**src/source/feature_pkg.sv**
```systemverilog
`default_nettype none

package feature_pkg;

    ////////////////////////////////////////
    // widths
    ////////////////////////////////////////
    localparam int FEATURE_WIDTH = 8;
    localparam int TN            = 2;   // parallel input channels
    localparam int KERNEL_SIZE   = 3;
    localparam int ADDR_WIDTH    = 8;
    localparam int MEM_DEPTH     = 1 << ADDR_WIDTH;
    localparam int WINDOW_TAPS   = KERNEL_SIZE * KERNEL_SIZE;

    ////////////////////////////////////////
    // data types
    ////////////////////////////////////////
    typedef logic [FEATURE_WIDTH-1:0] feature_t;
    typedef feature_t [TN-1:0]        pixel_t;      // one memory word
    typedef pixel_t [WINDOW_TAPS-1:0] window_t;     // tap = row*3 + col, row 0 oldest
    typedef logic [ADDR_WIDTH-1:0]    addr_t;

    typedef enum logic {
        KERNEL_1X1,
        KERNEL_3X3
    } kernel_mode_e;

    typedef enum logic [1:0] {
        RD_IDLE,
        RD_SCAN,
        RD_FLUSH
    } read_state_e;

endpackage

`default_nettype wire

```
**src/source/pixel_stream_if.sv**
```systemverilog
`timescale 1ns/10ps
`default_nettype none

interface pixel_stream_if
    import feature_pkg::*;
();

    logic   rd_en;
    addr_t  rd_addr;
    logic   valid;      // pixel below is good this cycle
    pixel_t pixel;
    logic   col_last;   // aligned with valid
    logic   map_last;

    modport mem_side       (input rd_en, rd_addr, output valid, pixel);
    modport sequencer_side (output rd_en, rd_addr, col_last, map_last);
    modport builder_side   (input valid, pixel, col_last, map_last);

endinterface

`default_nettype wire

```
**src/source/read_sequencer.sv**
```systemverilog
`timescale 1ns/10ps
`default_nettype none

module read_sequencer
    import feature_pkg::*;
#(
    parameter int FMAP_WIDTH  = 8,
    parameter int FMAP_HEIGHT = 6
)(
    input  wire                    clk,
    input  wire                    rst_n,
    input  wire                    start,
    input  wire kernel_mode_e      kernel_mode,
    input  wire addr_t             fmap_base,
    output logic                   busy,
    output kernel_mode_e           mode,
    pixel_stream_if.sequencer_side stream
);

    read_state_e state;
    addr_t       addr;
    logic        flush_cnt;
    logic        idle;
    logic        scanning;
    logic        cnt_col_last;
    logic        cnt_map_last;

    assign idle     = (state == RD_IDLE);
    assign scanning = (state == RD_SCAN);
    assign busy     = !idle;

    assign stream.rd_en   = scanning;
    assign stream.rd_addr = addr;

    scan_counter #(
        .FMAP_WIDTH  (FMAP_WIDTH),
        .FMAP_HEIGHT (FMAP_HEIGHT)
    ) u_counter (
        .clk      (clk),
        .rst_n    (rst_n),
        .clear    (idle),
        .step     (scanning),
        .col_last (cnt_col_last),
        .map_last (cnt_map_last)
    );

    ////////////////////////////////////////
    // scan fsm
    ////////////////////////////////////////
    always_ff @(posedge clk or negedge rst_n)
    begin
        if (!rst_n)
        begin
            state     <= RD_IDLE;
            mode      <= KERNEL_1X1;
            addr      <= '0;
            flush_cnt <= 1'b0;
        end
        else
        begin
            case (state)
                RD_IDLE:
                begin
                    flush_cnt <= 1'b0;
                    if (start)
                    begin
                        state <= RD_SCAN;
                        mode  <= kernel_mode;   // held for the whole scan
                        addr  <= fmap_base;
                    end
                end
                RD_SCAN:
                begin
                    addr <= addr + 1'b1;
                    if (cnt_map_last)
                        state <= RD_FLUSH;
                end
                RD_FLUSH:
                begin
                    flush_cnt <= 1'b1;
                    if (flush_cnt)
                        state <= RD_IDLE;   // two cycles for mem + window reg
                end
                default: state <= RD_IDLE;
            endcase
        end
    end

    // flags follow the memory latency
    always_ff @(posedge clk or negedge rst_n)
    begin
        if (!rst_n)
        begin
            stream.col_last <= 1'b0;
            stream.map_last <= 1'b0;
        end
        else
        begin
            stream.col_last <= scanning && cnt_col_last;
            stream.map_last <= scanning && cnt_map_last;
        end
    end

endmodule

`default_nettype wire

```
**src/source/scan_counter.sv**
```systemverilog
`timescale 1ns/10ps
`default_nettype none

module scan_counter #(
    parameter int FMAP_WIDTH  = 8,
    parameter int FMAP_HEIGHT = 6
)(
    input  wire  clk,
    input  wire  rst_n,
    input  wire  clear,
    input  wire  step,
    output logic col_last,
    output logic map_last
);

    localparam int COL_W = $clog2(FMAP_WIDTH);
    localparam int ROW_W = $clog2(FMAP_HEIGHT + 1);

    logic [COL_W-1:0] col;
    logic [ROW_W-1:0] row;

    assign col_last = (col == COL_W'(FMAP_WIDTH - 1));
    assign map_last = col_last && (row == ROW_W'(FMAP_HEIGHT - 1));

    always_ff @(posedge clk or negedge rst_n)
    begin
        if (!rst_n)
        begin
            col <= '0;
            row <= '0;
        end
        else if (clear)
        begin
            col <= '0;
            row <= '0;
        end
        else if (step)
        begin
            if (map_last)
            begin
                col <= '0;
                row <= '0;
            end
            else if (col_last)
            begin
                col <= '0;          // wrap into next row
                row <= row + 1'b1;
            end
            else
                col <= col + 1'b1;
        end
    end

endmodule

`default_nettype wire

```
**src/flat_wrapper.sv**
```systemverilog
// flat-port wrapper written by rule: the top's interface ports become plain ports
module read_sequencer_flat import feature_pkg::*;
#(
    parameter int FMAP_WIDTH  = 8,
    parameter int FMAP_HEIGHT = 6
)
  (clk, rst_n, start, kernel_mode, fmap_base, busy, mode, stream_rd_en, stream_rd_addr, stream_col_last, stream_map_last);
  pixel_stream_if stream_i ();
  input  wire clk;
  input  wire rst_n;
  input  wire start;
  input  wire kernel_mode_e kernel_mode;
  input  wire addr_t fmap_base;
  output logic busy;
  output kernel_mode_e mode;
  output wire logic [$bits(stream_i.rd_en)-1:0] stream_rd_en;
  output wire logic [$bits(stream_i.rd_addr)-1:0] stream_rd_addr;
  output wire logic [$bits(stream_i.col_last)-1:0] stream_col_last;
  output wire logic [$bits(stream_i.map_last)-1:0] stream_map_last;
  assign stream_rd_en = stream_i.rd_en;
  assign stream_rd_addr = stream_i.rd_addr;
  assign stream_col_last = stream_i.col_last;
  assign stream_map_last = stream_i.map_last;
  read_sequencer #(.FMAP_WIDTH(FMAP_WIDTH), .FMAP_HEIGHT(FMAP_HEIGHT)) u_core (.clk(clk), .rst_n(rst_n), .start(start), .kernel_mode(kernel_mode), .fmap_base(fmap_base), .busy(busy), .mode(mode), .stream(stream_i));
endmodule
```
**config.mk**
```make
export PLATFORM = sky130hd
export DESIGN_NAME = read_sequencer_flat
export DESIGN_NICKNAME = d
export VERILOG_FILES = /design/src/source/feature_pkg.sv /design/src/source/pixel_stream_if.sv /design/src/source/read_sequencer.sv /design/src/source/scan_counter.sv /design/src/flat_wrapper.sv
export SDC_FILE = /design/constraint.sdc
export NUM_CORES = 1
export LEC_CHECK = 0
export ABC_CLOCK_PERIOD_IN_PS = 1350
export BUFFER_PORTS_ARGS = -buffer_cell sky130_fd_sc_hd__buf_4
export CAP_MARGIN = 20
export CORE_ASPECT_RATIO = 0.6
export CORE_UTILIZATION = 46
export CTS_CLUSTER_DIAMETER = 100
export DETAILED_ROUTE_END_ITERATION = 8
export GPL_TIMING_DRIVEN = 0
export MAX_ROUTING_LAYER = met4
export PLACE_DENSITY = 0.84
export SETUP_SLACK_MARGIN = 0.02
export SLEW_MARGIN = 20
export SYNTH_ARGS = -nofsm -noshare
export SYNTH_HDL_FRONTEND = slang
export SYNTH_SLANG_ARGS = --single-unit
```
**constraint.sdc**
```tcl
create_clock -name clk -period 1.35 [get_ports clk]
set_input_delay 0.0675 -clock clk [delete_from_list [all_inputs] [get_ports clk]]
set_output_delay 0.0675 -clock clk [all_outputs]
set_load 0.05 [all_outputs]
```
-- After elaboration in Yosys (flattened, before gate mapping)
Index checks and enable logic that the tools add are counted.
- add/sub/neg operators: 3
- equal/unequal tests: 7
- muxes and demuxes: 15
- reduce and logical (&&, ||, !) cells: 12
- operators by type and width (cell ; number):
    $mux 3 ; 8
    $pmux 8 s2 ; 1
    $add 8x1->8 const B ; 1
    $mux 8 ; 1
    $add 3x1->3 const B ; 2
    $eq 3x3->1 const B ; 2
    $mux 2 ; 3
    $pmux 2 s3 ; 1
    $reduce_and 2->1 ; 3
    $ne 2x2->1 const B ; 2
    $reduce_bool 2->1 ; 2
    $logic_and 1x1->1 ; 3
    $reduce_and 3->1 ; 1
    $reduce_bool 3->1 ; 1
    $eq 2x1->1 const B ; 1
    $eq 2x2->1 const B ; 1
    $logic_not 2->1 ; 1
    $ne 2x1->1 const B ; 1
    $pmux 1 s2 ; 1
    $logic_not 1->1 ; 1
- register bits after elaboration: 20

-- Depth between registers and ports, before layout
Gate-level depths: netlist of run 1.
- depth after elaboration: 5
- depth in mapped cells: 6

-- By module
A second synthesis of run 1 with hierarchy kept.
- cell total of the unflattened synthesis: 117
- area total of the unflattened synthesis: 1143.6 um^2
- by module, submodules not included (module ; times used ; cells an instance ; area each (um^2) ; sequential area each (um^2)):
    read_sequencer ; 1 ; 85 ; 783.3 ; 350.3
    scan_counter ; 1 ; 32 ; 360.3 ; 150.1

-- Least setup slack after synthesis of run 1
No wires, ideal clock.
- kind: reg2reg
- start point: reg u_core.addr[0], in the netlist u_core.stream.rd_addr[0]
- end point: reg u_core.addr[6], in the netlist u_core.stream.rd_addr[6]
- data arrival time: 1449 ps
- data required time: 1256 ps
- path slack: -193 ps
- stages on the path, launching flop included: 5
- path buffers: 0
- path through: dfrtp_1 > ha_1 > nand4_1 > mux2i_1 > a211oi_1
- longest elaborated chain between the ends: 2
- ends and longest elaborated chain (element ; line ; source):
    from (decl) ; read_sequencer.sv:21 ; addr_t addr;
    from (signal assigned) ; read_sequencer.sv:69 ; addr <= fmap_base;
    from (signal assigned) ; read_sequencer.sv:74 ; addr <= addr + 1'b1;
    $add 8x1->8 ; read_sequencer.sv:74 ;
    $pmux 8 s2 ; read_sequencer.sv:61 ; case (state)
Every way passes these cells.
A chain may end at the register's enable or synchronous reset.

-- Final worst setup path of run 1
- start point: reg u_core.u_counter.col[1]
- end point: reg u_core.u_counter.row[2]
- longest elaborated chain between the ends: 5
- elaborated cells on any way between the ends: 7
- ends and longest elaborated chain (element ; line ; source):
    from (decl) ; scan_counter.sv:19 ; logic [COL_W-1:0] col;
    from (signal assigned) ; scan_counter.sv:50 ; col <= col + 1'b1;
    $eq 3x3->1 * ; scan_counter.sv:22 ; assign col_last = (col == COL_W'(FMAP_WIDTH - 1));
    $logic_and 1x1->1 ; scan_counter.sv:23 ; assign map_last = col_last && (row == ROW_W'(FMAP_HEIGHT - 1));
    $mux 3 ; scan_counter.sv:39 ; if (map_last)
    $mux 3 ; scan_counter.sv:37 ; else if (step)
    $mux 3 ; scan_counter.sv:32 ; else if (clear)
    to (signal assigned) ; scan_counter.sv:47 ; row <= row + 1'b1;
    to (decl) ; scan_counter.sv:20 ; logic [ROW_W-1:0] row;
Mark *: on every way between the ends. The rest lies on a longest branch, timed or not. The select of a mux whose other input is x is not followed.

==> summary.txt, run 1 <==
STA
  – Final WS setup: -0.008287 ns
  – Slew Limit Fails: 0
  – Final Critical Period: 1.358 ns
  – Fmax: 0.7362 GHz
  – Final hold violations: 0
  – Hold slack: 0.02156 ns
  – Skew final: between 0.007 and 0.008 ns
  – Final Cycle Share: 100.6%
  – Setup Viol. Count Final: 1
  – Unrepaired setup endpoints after global routing: yes
  – Slew @ Worst Pin: 0.2969 ns
  – Slew margin rel.: 80.04%

Critical path
  – CP max FO: 6
  – FF-to-FF path depth: 6
  – Startpoint Class: flop
  – Crit. End Element: flop
  – Critical path origin: u_core.u_counter.col[1]
  – Worst R2R Start: u_core.u_counter.col[1]
  – Class of the most critical setup path: flop to flop
  – Register-to-register setup slack: -0.008 ns
  – Worst setup endpoint: u_core.u_counter.row[2]
  – WP data arrival: 1.52 ns
  – Worst EP required: around 1.5 ns
  – R2r endpoint: u_core.u_counter.row[2]

Pwr
  – Clk network pwr share: a little over an eighth
  – Sw Ratio: 46.60%
  – Comb pwr share: 54.5%
  – Sequential share of power: between 30 and 40%
  – VDD IR max: around 1.5 mV
  – P_int: about 1.9 mW
  – Leak Pwr: 0.6814 nW
  – Cell area power density: ~2400 nW/um^2
  – Sw power: 1.674 mW

Clocking
  – CTS Buf Count: 3
  – Clock Path Buffers: 2
  – Root Driver: clkbuf_8
  – Htree depth: 1
  – Worst skew pair latency: 0.27 ns
  – Sink Count: 20
  – Clock Pin Slew Worst Setup and Hold Paths: roughly 0.080 ns
  – TritonCTS clock tree: built

Cells and area
  – Layout cells sized above 1: 44.14%
  – FF/Latch Area: 508.0 sq um
  – Final Util: 69.06%
  – # fillers: about 170
  – Antenna cells: 0
  – Final non-filler cell total: 175
  – Multi-input gate area: 554.3 sq um
  – Layout Nets: between 150 and 200
  – Area Growth Syn to Fin: 41.13%

Placed design
  – # port buffers: 23
  – Gpl congestion: 0.7987
  – DP Worst Slack: -0.05934 ns
  – Hpwl dp: 1918 um
  – Placed Instances: 160

Floorplan
  – FP Rows: 13
  – I/O pins: 25
  – Die Area: 2503 sq um
  – Starting Density: 48.93%
  – Width of the die: 63.93 um
  – Core ar.: about 2200 sq um
  – Die Y: 39.16 um

Route
  – Post-route DRC violation count: 0
  – Drt total wl: ~3100 um
  – Drt wl/cell: 17.96 um
  – Via density: ~6
  – DR pass1 iterations: 4
  – Initial DRC count: just over 70
  – Vias after detailed routing: roughly 1.1k
  – Post-DRT Antenna Nets: 0

Global routing
  – Number of global-route vias before repair: 937
  – Initial antenna violation count: 0
  – Global-route wire length before repair: 4560 um
  – Grt total ovfl: 0
  – Largest net degree at the start of global routing: 21
  – Total GRT Usage: 27.00%

Yosys
  – Register bit count reported by yosys: 20
  – Post-synthesis cell type count: 33
  – Area contributors post-synth: dfrtp_1 47%, ha_1 5.9%, o22ai_1 5.3%
  – Mapped cell area: 1059 sq um
  – Post-synth EDFFs: 0
  – Ys async rst share: 100.0%
  – Count leader, synth: dfrtp_1
  – Avg Cell Area, Syn: 9.893 sq um
  – Most used DFF post-synth: dfrtp_1
  – Top-area cell type share of the netlist area: 47.28%
  – Sequential share of the synthesized area: between 40 and 50%
  – Ys Warns: 0
  – Synthesized Nets: 124
  – Synth cell count leaders: 20 x dfrtp_1, 11 x nand2_1, 9 x o22ai_1
  – Post-synth top area cell: dfrtp_1
  – Cells after Synth: 107

Outcome
  – Outcome: complete, but fails checks
  – Failing checks: setup timing

Min path
  – Worst hold path type: primary input to flop

Flow run
  – Max-cap violations: 0
-- layer usage --
metal	vias to the layer above	wire length (um)	share of wire (%)	global-route usage, %
li1	475	-	-	-
met2	86	1407	45	43.35
met4	0	83	2.6	10.23
met3	14	305	9.7	7.941
met5	-	0	0	-
met1	475	1346	43	32.91
-- logic make-up (layout without fill, tap and decap cells) --
kind of cell | after synthesis | in the layout | share of synthesized area, %
mux | 3 | 3 | 2.955
fa+ha+maj | 5 | 5 | 5.910
buf+inv | 11 | 49 | 4.728
compound gates | 39 | 39 | 25.53
flops | 20 | 20 | 47.28
xor+xnor | 1 | 1 | 0.8276
simple gates | 28 | 28 | 12.77
-- stage by stage --
step | setup TNS, ns | area, sq um | total power, mW
floorplan | -0.02474 | 1069 | 2.347
global placement | -0.05697 | 1279 | 2.765
detailed placement | -0.1636 | 1279 | 2.865
CTS | -0.002702 | 1394 | 3.417
global route | -0.1130 | 1494 | 3.773
finish | -0.008287 | 1494 | 3.592
-- worst max-delay path, stage by stage (launching register included) --
cell     delay (ns)
dfrtp_1        0.39
ha_2           0.21
ha_4           0.18
nor2b_4        0.13
nand2_1        0.09
o21ai_1        0.07
a22o_1         0.18
-- final cells by class --
class                      instances  area share [%]
timing repair buffer              34           17.76
inverter                           5           1.759
tap                               30           2.513
multi-input combinational         76           37.10
buffer                             6           3.183
clock buffer                       4           3.685
sequential                        20           34.00
-- cell usage in the layout, fill, tap and decap left out, drive strengths merged, types with 3 or more instances in the layout --
master	synthesis	final
clkbuf	0	6
nand3	3	3
o21ai	5	5
nand2	12	12
o22ai	9	9
dfrtp	20	20
ha	5	5
nor2	5	5
and3	3	3
buf	6	37
a22o	4	4
o22a	6	6
inv	5	5
a21oi	8	8
-- flip-flops by register name, summed over array words and instances (netlist names) --
| register | cells |
|---|---|
| u_core.u_counter.col | 3 |
| u_core.flush_cnt | 1 |
| u_core.u_counter.row | 3 |
| u_core.stream.col_last | 1 |
| u_core.stream.map_last | 1 |
| u_core.state | 2 |
| u_core.stream.rd_addr | 8 |
| u_core.mode | 1 |
-- power by group through the flow --
stage / Clock (mW) / Sequential, mW / Combinational [mW]
floorplan: 0 / 1.58 / 0.771
global placement: 0 / 1.12 / 1.64
detailed placement: 0 / 1.15 / 1.71
CTS: 0.466 / 1.15 / 1.81
global route: 0.506 / 1.19 / 2.08
finish: 0.475 / 1.16 / 1.96
-- how the worst min path moves through the flow --
| stage | start | end | cells after the start |
|---|---|---|---|
| 2_1_floorplan | rst_n | u_core.flush_cnt | 0 |
| 3_3_place_gp | rst_n | u_core.u_counter.row[0] | 1 |
| 3_5_place_dp | rst_n | u_core.u_counter.row[1] | 1 |
| 4_1_cts | kernel_mode | u_core.mode | 2 |
| 5_1_grt | kernel_mode | u_core.mode | 2 |
| 6_report | kernel_mode | u_core.mode | 2 |
-- timing repair --
item,CTS,global route
hold buffers,1,0
endpoints found under the setup margin,6,14
cloned,0,0
resized for setup,9,13
pin swaps,2,1
hold endpoints to repair,20,0
setup buffers,2,8
Power figures use the tool's default switching activity.
==> run 2: changes to the inputs <==
Settings changed: TNS_END_PERCENT from default to 50.
==> summary.txt, run 2 (synthesized netlist as in run 1, its figures left out) <==
Global routing
  – Largest net degree at the start of global routing: 21 (unchanged)
  – Global-route wire length before repair: 3884 um (-15%)
  – Grt total ovfl: 0 (unchanged)
  – Number of global-route vias before repair: 830 (-11%)
  – Initial antenna violation count: 0 (unchanged)
  – Total GRT Usage: 21.95% (-5.0 points)

Route
  – Drt wl/cell: 14.83 um (-17%)
  – Post-route DRC violation count: 0 (unchanged)
  – Vias after detailed routing: 951 (-9.4%)
  – Initial DRC count: 84 (+18%)
  – DR pass1 iterations: 4 (unchanged)
  – Post-DRT Antenna Nets: 0 (unchanged)
  – Via density: 5.529 (-7.8%)
  – Drt total wl: 2550 um (-19%)

Min path
  – Worst hold path type: primary input to flop
  – Hold path endpoint: u_core.mode
  – Hold path cells: 2 (unchanged)
  – Hold Crit Start: kernel_mode

STA
  – Slew @ Worst Pin: 0.2749 ns (-0.02202 ns)
  – Slew Limit Fails: 0 (unchanged)
  – Setup tns final: 0 ns (+0.008287 ns)
  – Final hold violations: 0 (unchanged)
  – Final Cycle Share: 99.15% (-1.5 points)
  – Unrepaired setup endpoints after global routing: yes
  – Skew final: 0.003323 ns (-0.003924 ns)
  – Setup Viol. Count Final: 0 (-1)
  – Fmax: 0.7471 GHz (+1.5%)
  – Hold slack: 0.02583 ns (+0.004268 ns)
  – Final Critical Period: 1.339 ns (-0.01971 ns)
  – Slew margin rel.: 81.68% (+1.6 points)

Floorplan
  – Core ar.: 2163 sq um (unchanged)
  – FP Rows: 13 (unchanged)
  – Starting Density: 48.93% (unchanged)
  – Width of the die: 63.93 um (unchanged)
  – I/O pins: 25 (unchanged)
  – Die Y: 39.16 um (unchanged)
  – Die Area: 2503 sq um (unchanged)

Clocking
  – TritonCTS clock tree: built
  – Htree depth: 1 (unchanged)
  – CTS Buf Count: 3 (unchanged)
  – Root Driver: clkbuf_8
  – Sink Count: 20 (unchanged)
  – Worst skew pair latency: 0.25 ns (-0.02 ns)
  – Clock Path Buffers: 2 (unchanged)
  – Clock Pin Slew Worst Setup and Hold Paths: 0.07 ns (about the same)

Pwr
  – Cell area power density: 2351 nW/um^2 (-2.2%)
  – Clk network pwr share: 11.0% (-2.2 points)
  – Sw power: 1.590 mW (-5.0%)
  – Leak Pwr: 0.6678 nW (-2.0%)
  – Sw Ratio: 45.69% (-0.91 points)
  – P_int: 1.890 mW (-1.5%)
  – VDD IR max: 1.390 mV (-5.0%)
  – Total power: 3.480 mW (-3.1%)
  – Sequential share of power: 33.4% (+1.1 points)
  – Comb pwr share: 55.6% (+1.1 points)

Cells and area
  – Area Growth Syn to Fin: 39.83%
  – Layout Nets: 161 (-1.2%)
  – Antenna cells: 0 (unchanged)
  – Leading cell type in the layout, fill and taps excluded: buf_4
  – Layout cells sized above 1: 42.96% (-1.2 points)
  – # fillers: 169 (unchanged)
  – Max reg flops: 8 (unchanged)
  – Final Util: 68.42% (-0.64 points)
  – Most frequent cells in the layout: 30 x buf_4, 14 x dfrtp_1, 10 x nand2_1, 8 x o22ai_1, 8 x a21oi_1

Critical path
  – Startpoint Class: flop
  – R2r endpoint: u_core.u_counter.row[2]
  – Crit. End Element: output port
  – Crit-path slowest cell: dfrtp_1
  – WP data arrival: 1.27 ns (-0.25 ns)
  – CP cell instances: buf_6 > inv_6 > buf_6 > nand2_1 > buf_6
  – FF-to-FF path depth: 6 (unchanged)
  – Class of the most critical setup path: flop to output port
  – Max stage delay on crit path: 0.43 ns (+0.04 ns)
  – CP max FO: 10 (+4)
  – Worst path depth: 5 (-1)
  – Worst EP required: 1.28 ns (-0.23 ns)
  – Crit path max-delay family: buffers and inverters
  – Most frequent CP cell: buf_6
  – Register-to-register setup slack: 0.02 ns (+0.03 ns)
  – Worst R2R Start: u_core.u_counter.col[1]
  – CP bufs+invs: 4 (+4)

Outcome
  – Outcome: completed

Flow run
  – Max-cap violations: 0 (unchanged)

Placed design
  – Gpl congestion: 0.8281 (+3.7%)
  – Hpwl dp: 1758 um (-8.3%)
  – # port buffers: 23 (unchanged)
==> run 2: worst max-delay path by stage <==
stage | start | to
floorplan | u_core.stream.rd_addr[3] | u_core.stream.rd_addr[6]
global placement | u_core.u_counter.col[0] | u_core.u_counter.row[0]
detailed placement | u_core.u_counter.col[0] | u_core.u_counter.row[0]
CTS | u_core.u_counter.col[1] | u_core.u_counter.row[0]
global route | u_core.u_counter.col[1] | u_core.u_counter.row[2]
finish | u_core.state[1] | busy
==> run 2: power by group through the flow <==
stage	combinational, mW	sequential (mW)	clock (mW)
final	1.93	1.16	0.384
after CTS	1.79	1.13	0.397
after detailed placement	1.70	1.14	0
after global placement	1.64	1.12	0
after floorplan	0.767	1.58	0
after global routing	2.09	1.20	0.426
==> run 2: layout make-up <==
type | count | area [sq um] | area share [%]
Tap cell | 30 | 37.54 | 2.536
Clock buffer | 3 | 41.29 | 2.790
Multi-Input combinational cell | 76 | 571.8 | 38.63
Timing Repair Buffer | 32 | 250.2 | 16.91
Inverter | 5 | 26.28 | 1.775
Sequential cell | 20 | 508.0 | 34.32
Buffer | 6 | 45.04 | 3.043
==> run 2: timing repair <==
| item | CTS | global route |
|---|---|---|
| gates resized for setup | 10 | 14 |
| hold buffers | 1 | 0 |
| endpoints found under the setup margin | 6 | 13 |
| hold endpoints to repair | 20 | 0 |
| pin swaps | 0 | 4 |
| setup buffers | 3 | 5 |
==> run 2: layer usage <==
metal,vias to the layer above,global-route usage [%],part of all wire (%)
met5,-,-,0
met4,0,4.545,0
met3,0,5.588,6.1
met2,35,32.45,45
met1,442,30.30,49
li1,474,-,-
==> run 2: stage by stage <==
stage	worst slack (ns)	instances	instance area [sq um]
final	0.01143	172	1480
after global placement	-0.1013	160	1276
after detailed placement	-0.1258	160	1276
after floorplan	-0.02474	107	1066
after global routing	-0.05219	172	1480
after CTS	0.007971	167	1388
==> run 3: changes to the inputs <==
--- a/config.mk
+++ b/config.mk
@@ -10,4 +10,6 @@
 export CAP_MARGIN = 20
+export CELL_PAD_IN_SITES_DETAIL_PLACEMENT = 0
+export CELL_PAD_IN_SITES_GLOBAL_PLACEMENT = 1
 export CORE_ASPECT_RATIO = 0.6
-export CORE_UTILIZATION = 46
+export CORE_UTILIZATION = 35
 export CTS_CLUSTER_DIAMETER = 100
--- a/constraint.sdc
+++ b/constraint.sdc
@@ -3,2 +3,2 @@
 set_output_delay 0.0675 -clock clk [all_outputs]
-set_load 0.05 [all_outputs]
+set_load 0.02 [all_outputs]
==> summary.txt, run 3 (synthesized netlist as in run 1, its figures left out) <==
Floorplan
  – Core ar.: 2872 sq um (+33%)
  – Starting Density: 36.86% (-12 points)
  – Die Y: 44.60 um (+14%)
  – FP Rows: 15 (+2)
  – Width of the die: 73.00 um (+14%)
  – Die Area: 3256 sq um (+30%)
  – I/O pins: 25 (unchanged)

Critical path
  – FF-to-FF path depth: 6 (unchanged)
  – Class of the most critical setup path: flop to flop
  – CP bufs+invs: 0 (-4)
  – CP max FO: 5 (-5)
  – Worst EP required: 1.50 ns (+0.22 ns)
  – R2r endpoint: u_core.u_counter.row[0]
  – Max stage delay on crit path: 0.39 ns (-0.04 ns)
  – Register-to-register setup slack: 0.01 ns (about the same)
  – Crit-path slowest cell: dfrtp_1
  – Crit. End Element: flop
  – Worst R2R Start: u_core.u_counter.col[1]
  – WP data arrival: 1.49 ns (+0.22 ns)
  – Startpoint Class: flop
  – CP cell instances: ha_2 > ha_4 > nor2b_1 > nand2_1 > mux2i_1 > a22o_1
  – Crit path max-delay family: flip-flops

STA
  – Fmax: 0.7461 GHz (-0.13%)
  – Final WS setup: 0.009668 ns (-0.001758 ns)
  – Unrepaired setup endpoints after global routing: yes
  – Skew final: 0.002758 ns (-0.0005648 ns)
  – Final hold violations: 0 (unchanged)
  – Setup Viol. Count Final: 0 (unchanged)
  – Final Cycle Share: 99.28% (+0.13 points)
  – Slew margin rel.: 82.56% (+0.88 points)
  – Slew @ Worst Pin: 0.2598 ns (-0.01503 ns)
  – Setup tns final: 0 ns (unchanged)
  – Slew Limit Fails: 0 (unchanged)
  – Final Critical Period: 1.340 ns (+0.001758 ns)

Min path
  – Hold Crit Start: kernel_mode
  – Hold path cells: 2 (unchanged)
  – Hold path endpoint: u_core.mode
  – Worst hold path type: primary input to flop

Route
  – DR pass1 iterations: 4 (unchanged)
  – Initial DRC count: 80 (-4.8%)
  – Via density: 5.122 (-7.4%)
  – Post-route DRC violation count: 0 (unchanged)
  – Vias after detailed routing: 963 (+1.3%)
  – Drt total wl: 2713 um (+6.4%)
  – Post-DRT Antenna Nets: 0 (unchanged)
  – Drt wl/cell: 14.43 um (-2.7%)

Cells and area
  – Most frequent cells in the layout: 33 x buf_4, 18 x dfrtp_1, 11 x nand2_1, 9 x o22ai_1, 8 x a21oi_1
  – Antenna cells: 0 (unchanged)
  – # fillers: 261 (+54%)
  – Area Growth Syn to Fin: 40.54%
  – Final Util: 51.81% (-17 points)
  – Leading cell type in the layout, fill and taps excluded: buf_4
  – Max reg flops: 8 (unchanged)
  – Layout Nets: 164 (+1.9%)
  – Layout cells sized above 1: 38.36% (-4.6 points)

Flow run
  – Max-cap violations: 0 (unchanged)

Global routing
  – Global-route wire length before repair: 4167 um (+7.3%)
  – Number of global-route vias before repair: 873 (+5.2%)
  – Total GRT Usage: 18.30% (-3.7 points)
  – Largest net degree at the start of global routing: 21 (unchanged)
  – Grt total ovfl: 0 (unchanged)
  – Initial antenna violation count: 0 (unchanged)

Clocking
  – Worst skew pair latency: 0.26 ns (about the same)
  – Clock Path Buffers: 2 (unchanged)
  – Clock Pin Slew Worst Setup and Hold Paths: 0.07 ns (about the same)
  – Htree depth: 1 (unchanged)
  – Root Driver: clkbuf_8
  – CTS Buf Count: 3 (unchanged)
  – Sink Count: 20 (unchanged)
  – TritonCTS clock tree: built

Placed design
  – Gpl congestion: 0.8058 (-2.7%)
  – Hpwl dp: 1778 um (+1.1%)
  – # port buffers: 23 (unchanged)
  – DP Worst Slack: -0.07263 ns (+0.05321 ns)

Pwr
  – Cell area power density: 2055 nW/um^2 (-13%)
  – Leak Pwr: 0.6871 nW (+2.9%)
  – VDD IR max: 1.023 mV (-26%)

Outcome
  – Outcome: completed
[run 3: repair_timing]
action,in CTS,in global routing
endpoints found under the setup margin,8,12
gates cloned,0,0
pin swaps,2,0
buffers inserted,6,5
resized for setup,9,7
hold endpoints to repair,20,0
hold buffers,1,0
[run 3: area by class of cell]
class | instances | area [sq um] | area share (%)
Clock buffer | 4 | 55.05 | 3.701
Sequential cell | 20 | 503.0 | 33.81
Multi-Input combinational cell | 76 | 535.5 | 36.00
Tap cell | 42 | 52.55 | 3.532
Inverter | 5 | 23.77 | 1.598
Timing Repair Buffer | 35 | 272.8 | 18.33
Buffer | 6 | 45.04 | 3.028
[run 3: per-layer routing]
| metal | share of wire [%] | global-route usage (%) |
|---|---|---|
| met1 | 55 | 27.48 |
| met2 | 41 | 23.52 |
| met3 | 3.9 | 5.467 |
| met4 | 0 | 3.529 |
| met5 | 0 | - |
[run 3: metrics by stage]
step	hold slack [ns]	cells	total power [mW]	cell area (sq um)
final	0.01821	188	3.057	1488
after global placement	-0.03774	172	2.398	1286
after global routing	0.01380	188	3.310	1488
after floorplan	-0.2281	107	1.985	1061
after CTS	0.01372	183	3.033	1434
after detailed placement	-0.03330	172	2.456	1286
[run 3: power by group]
group	total, mW	switching, mW	internal (mW)
Clock	0.457	0.198	0.260
Combinational	1.46	0.716	0.748
Sequential	1.14	0.289	0.847
[run 3: worst max-delay path by stage]
stage,startpoint,endpoint,slack (ns),cells past startpoint
after floorplan,u_core.u_counter.col[0],u_core.u_counter.row[0],0.03,6
after global routing,u_core.u_counter.col[1],u_core.u_counter.row[1],-0.04,6
after CTS,u_core.u_counter.col[1],u_core.u_counter.row[0],0.01,6
after detailed placement,u_core.u_counter.col[0],u_core.state[1],-0.07,5
after global placement,u_core.u_counter.col[0],u_core.state[1],-0.05,5
final,u_core.u_counter.col[1],u_core.u_counter.row[0],0.01,6
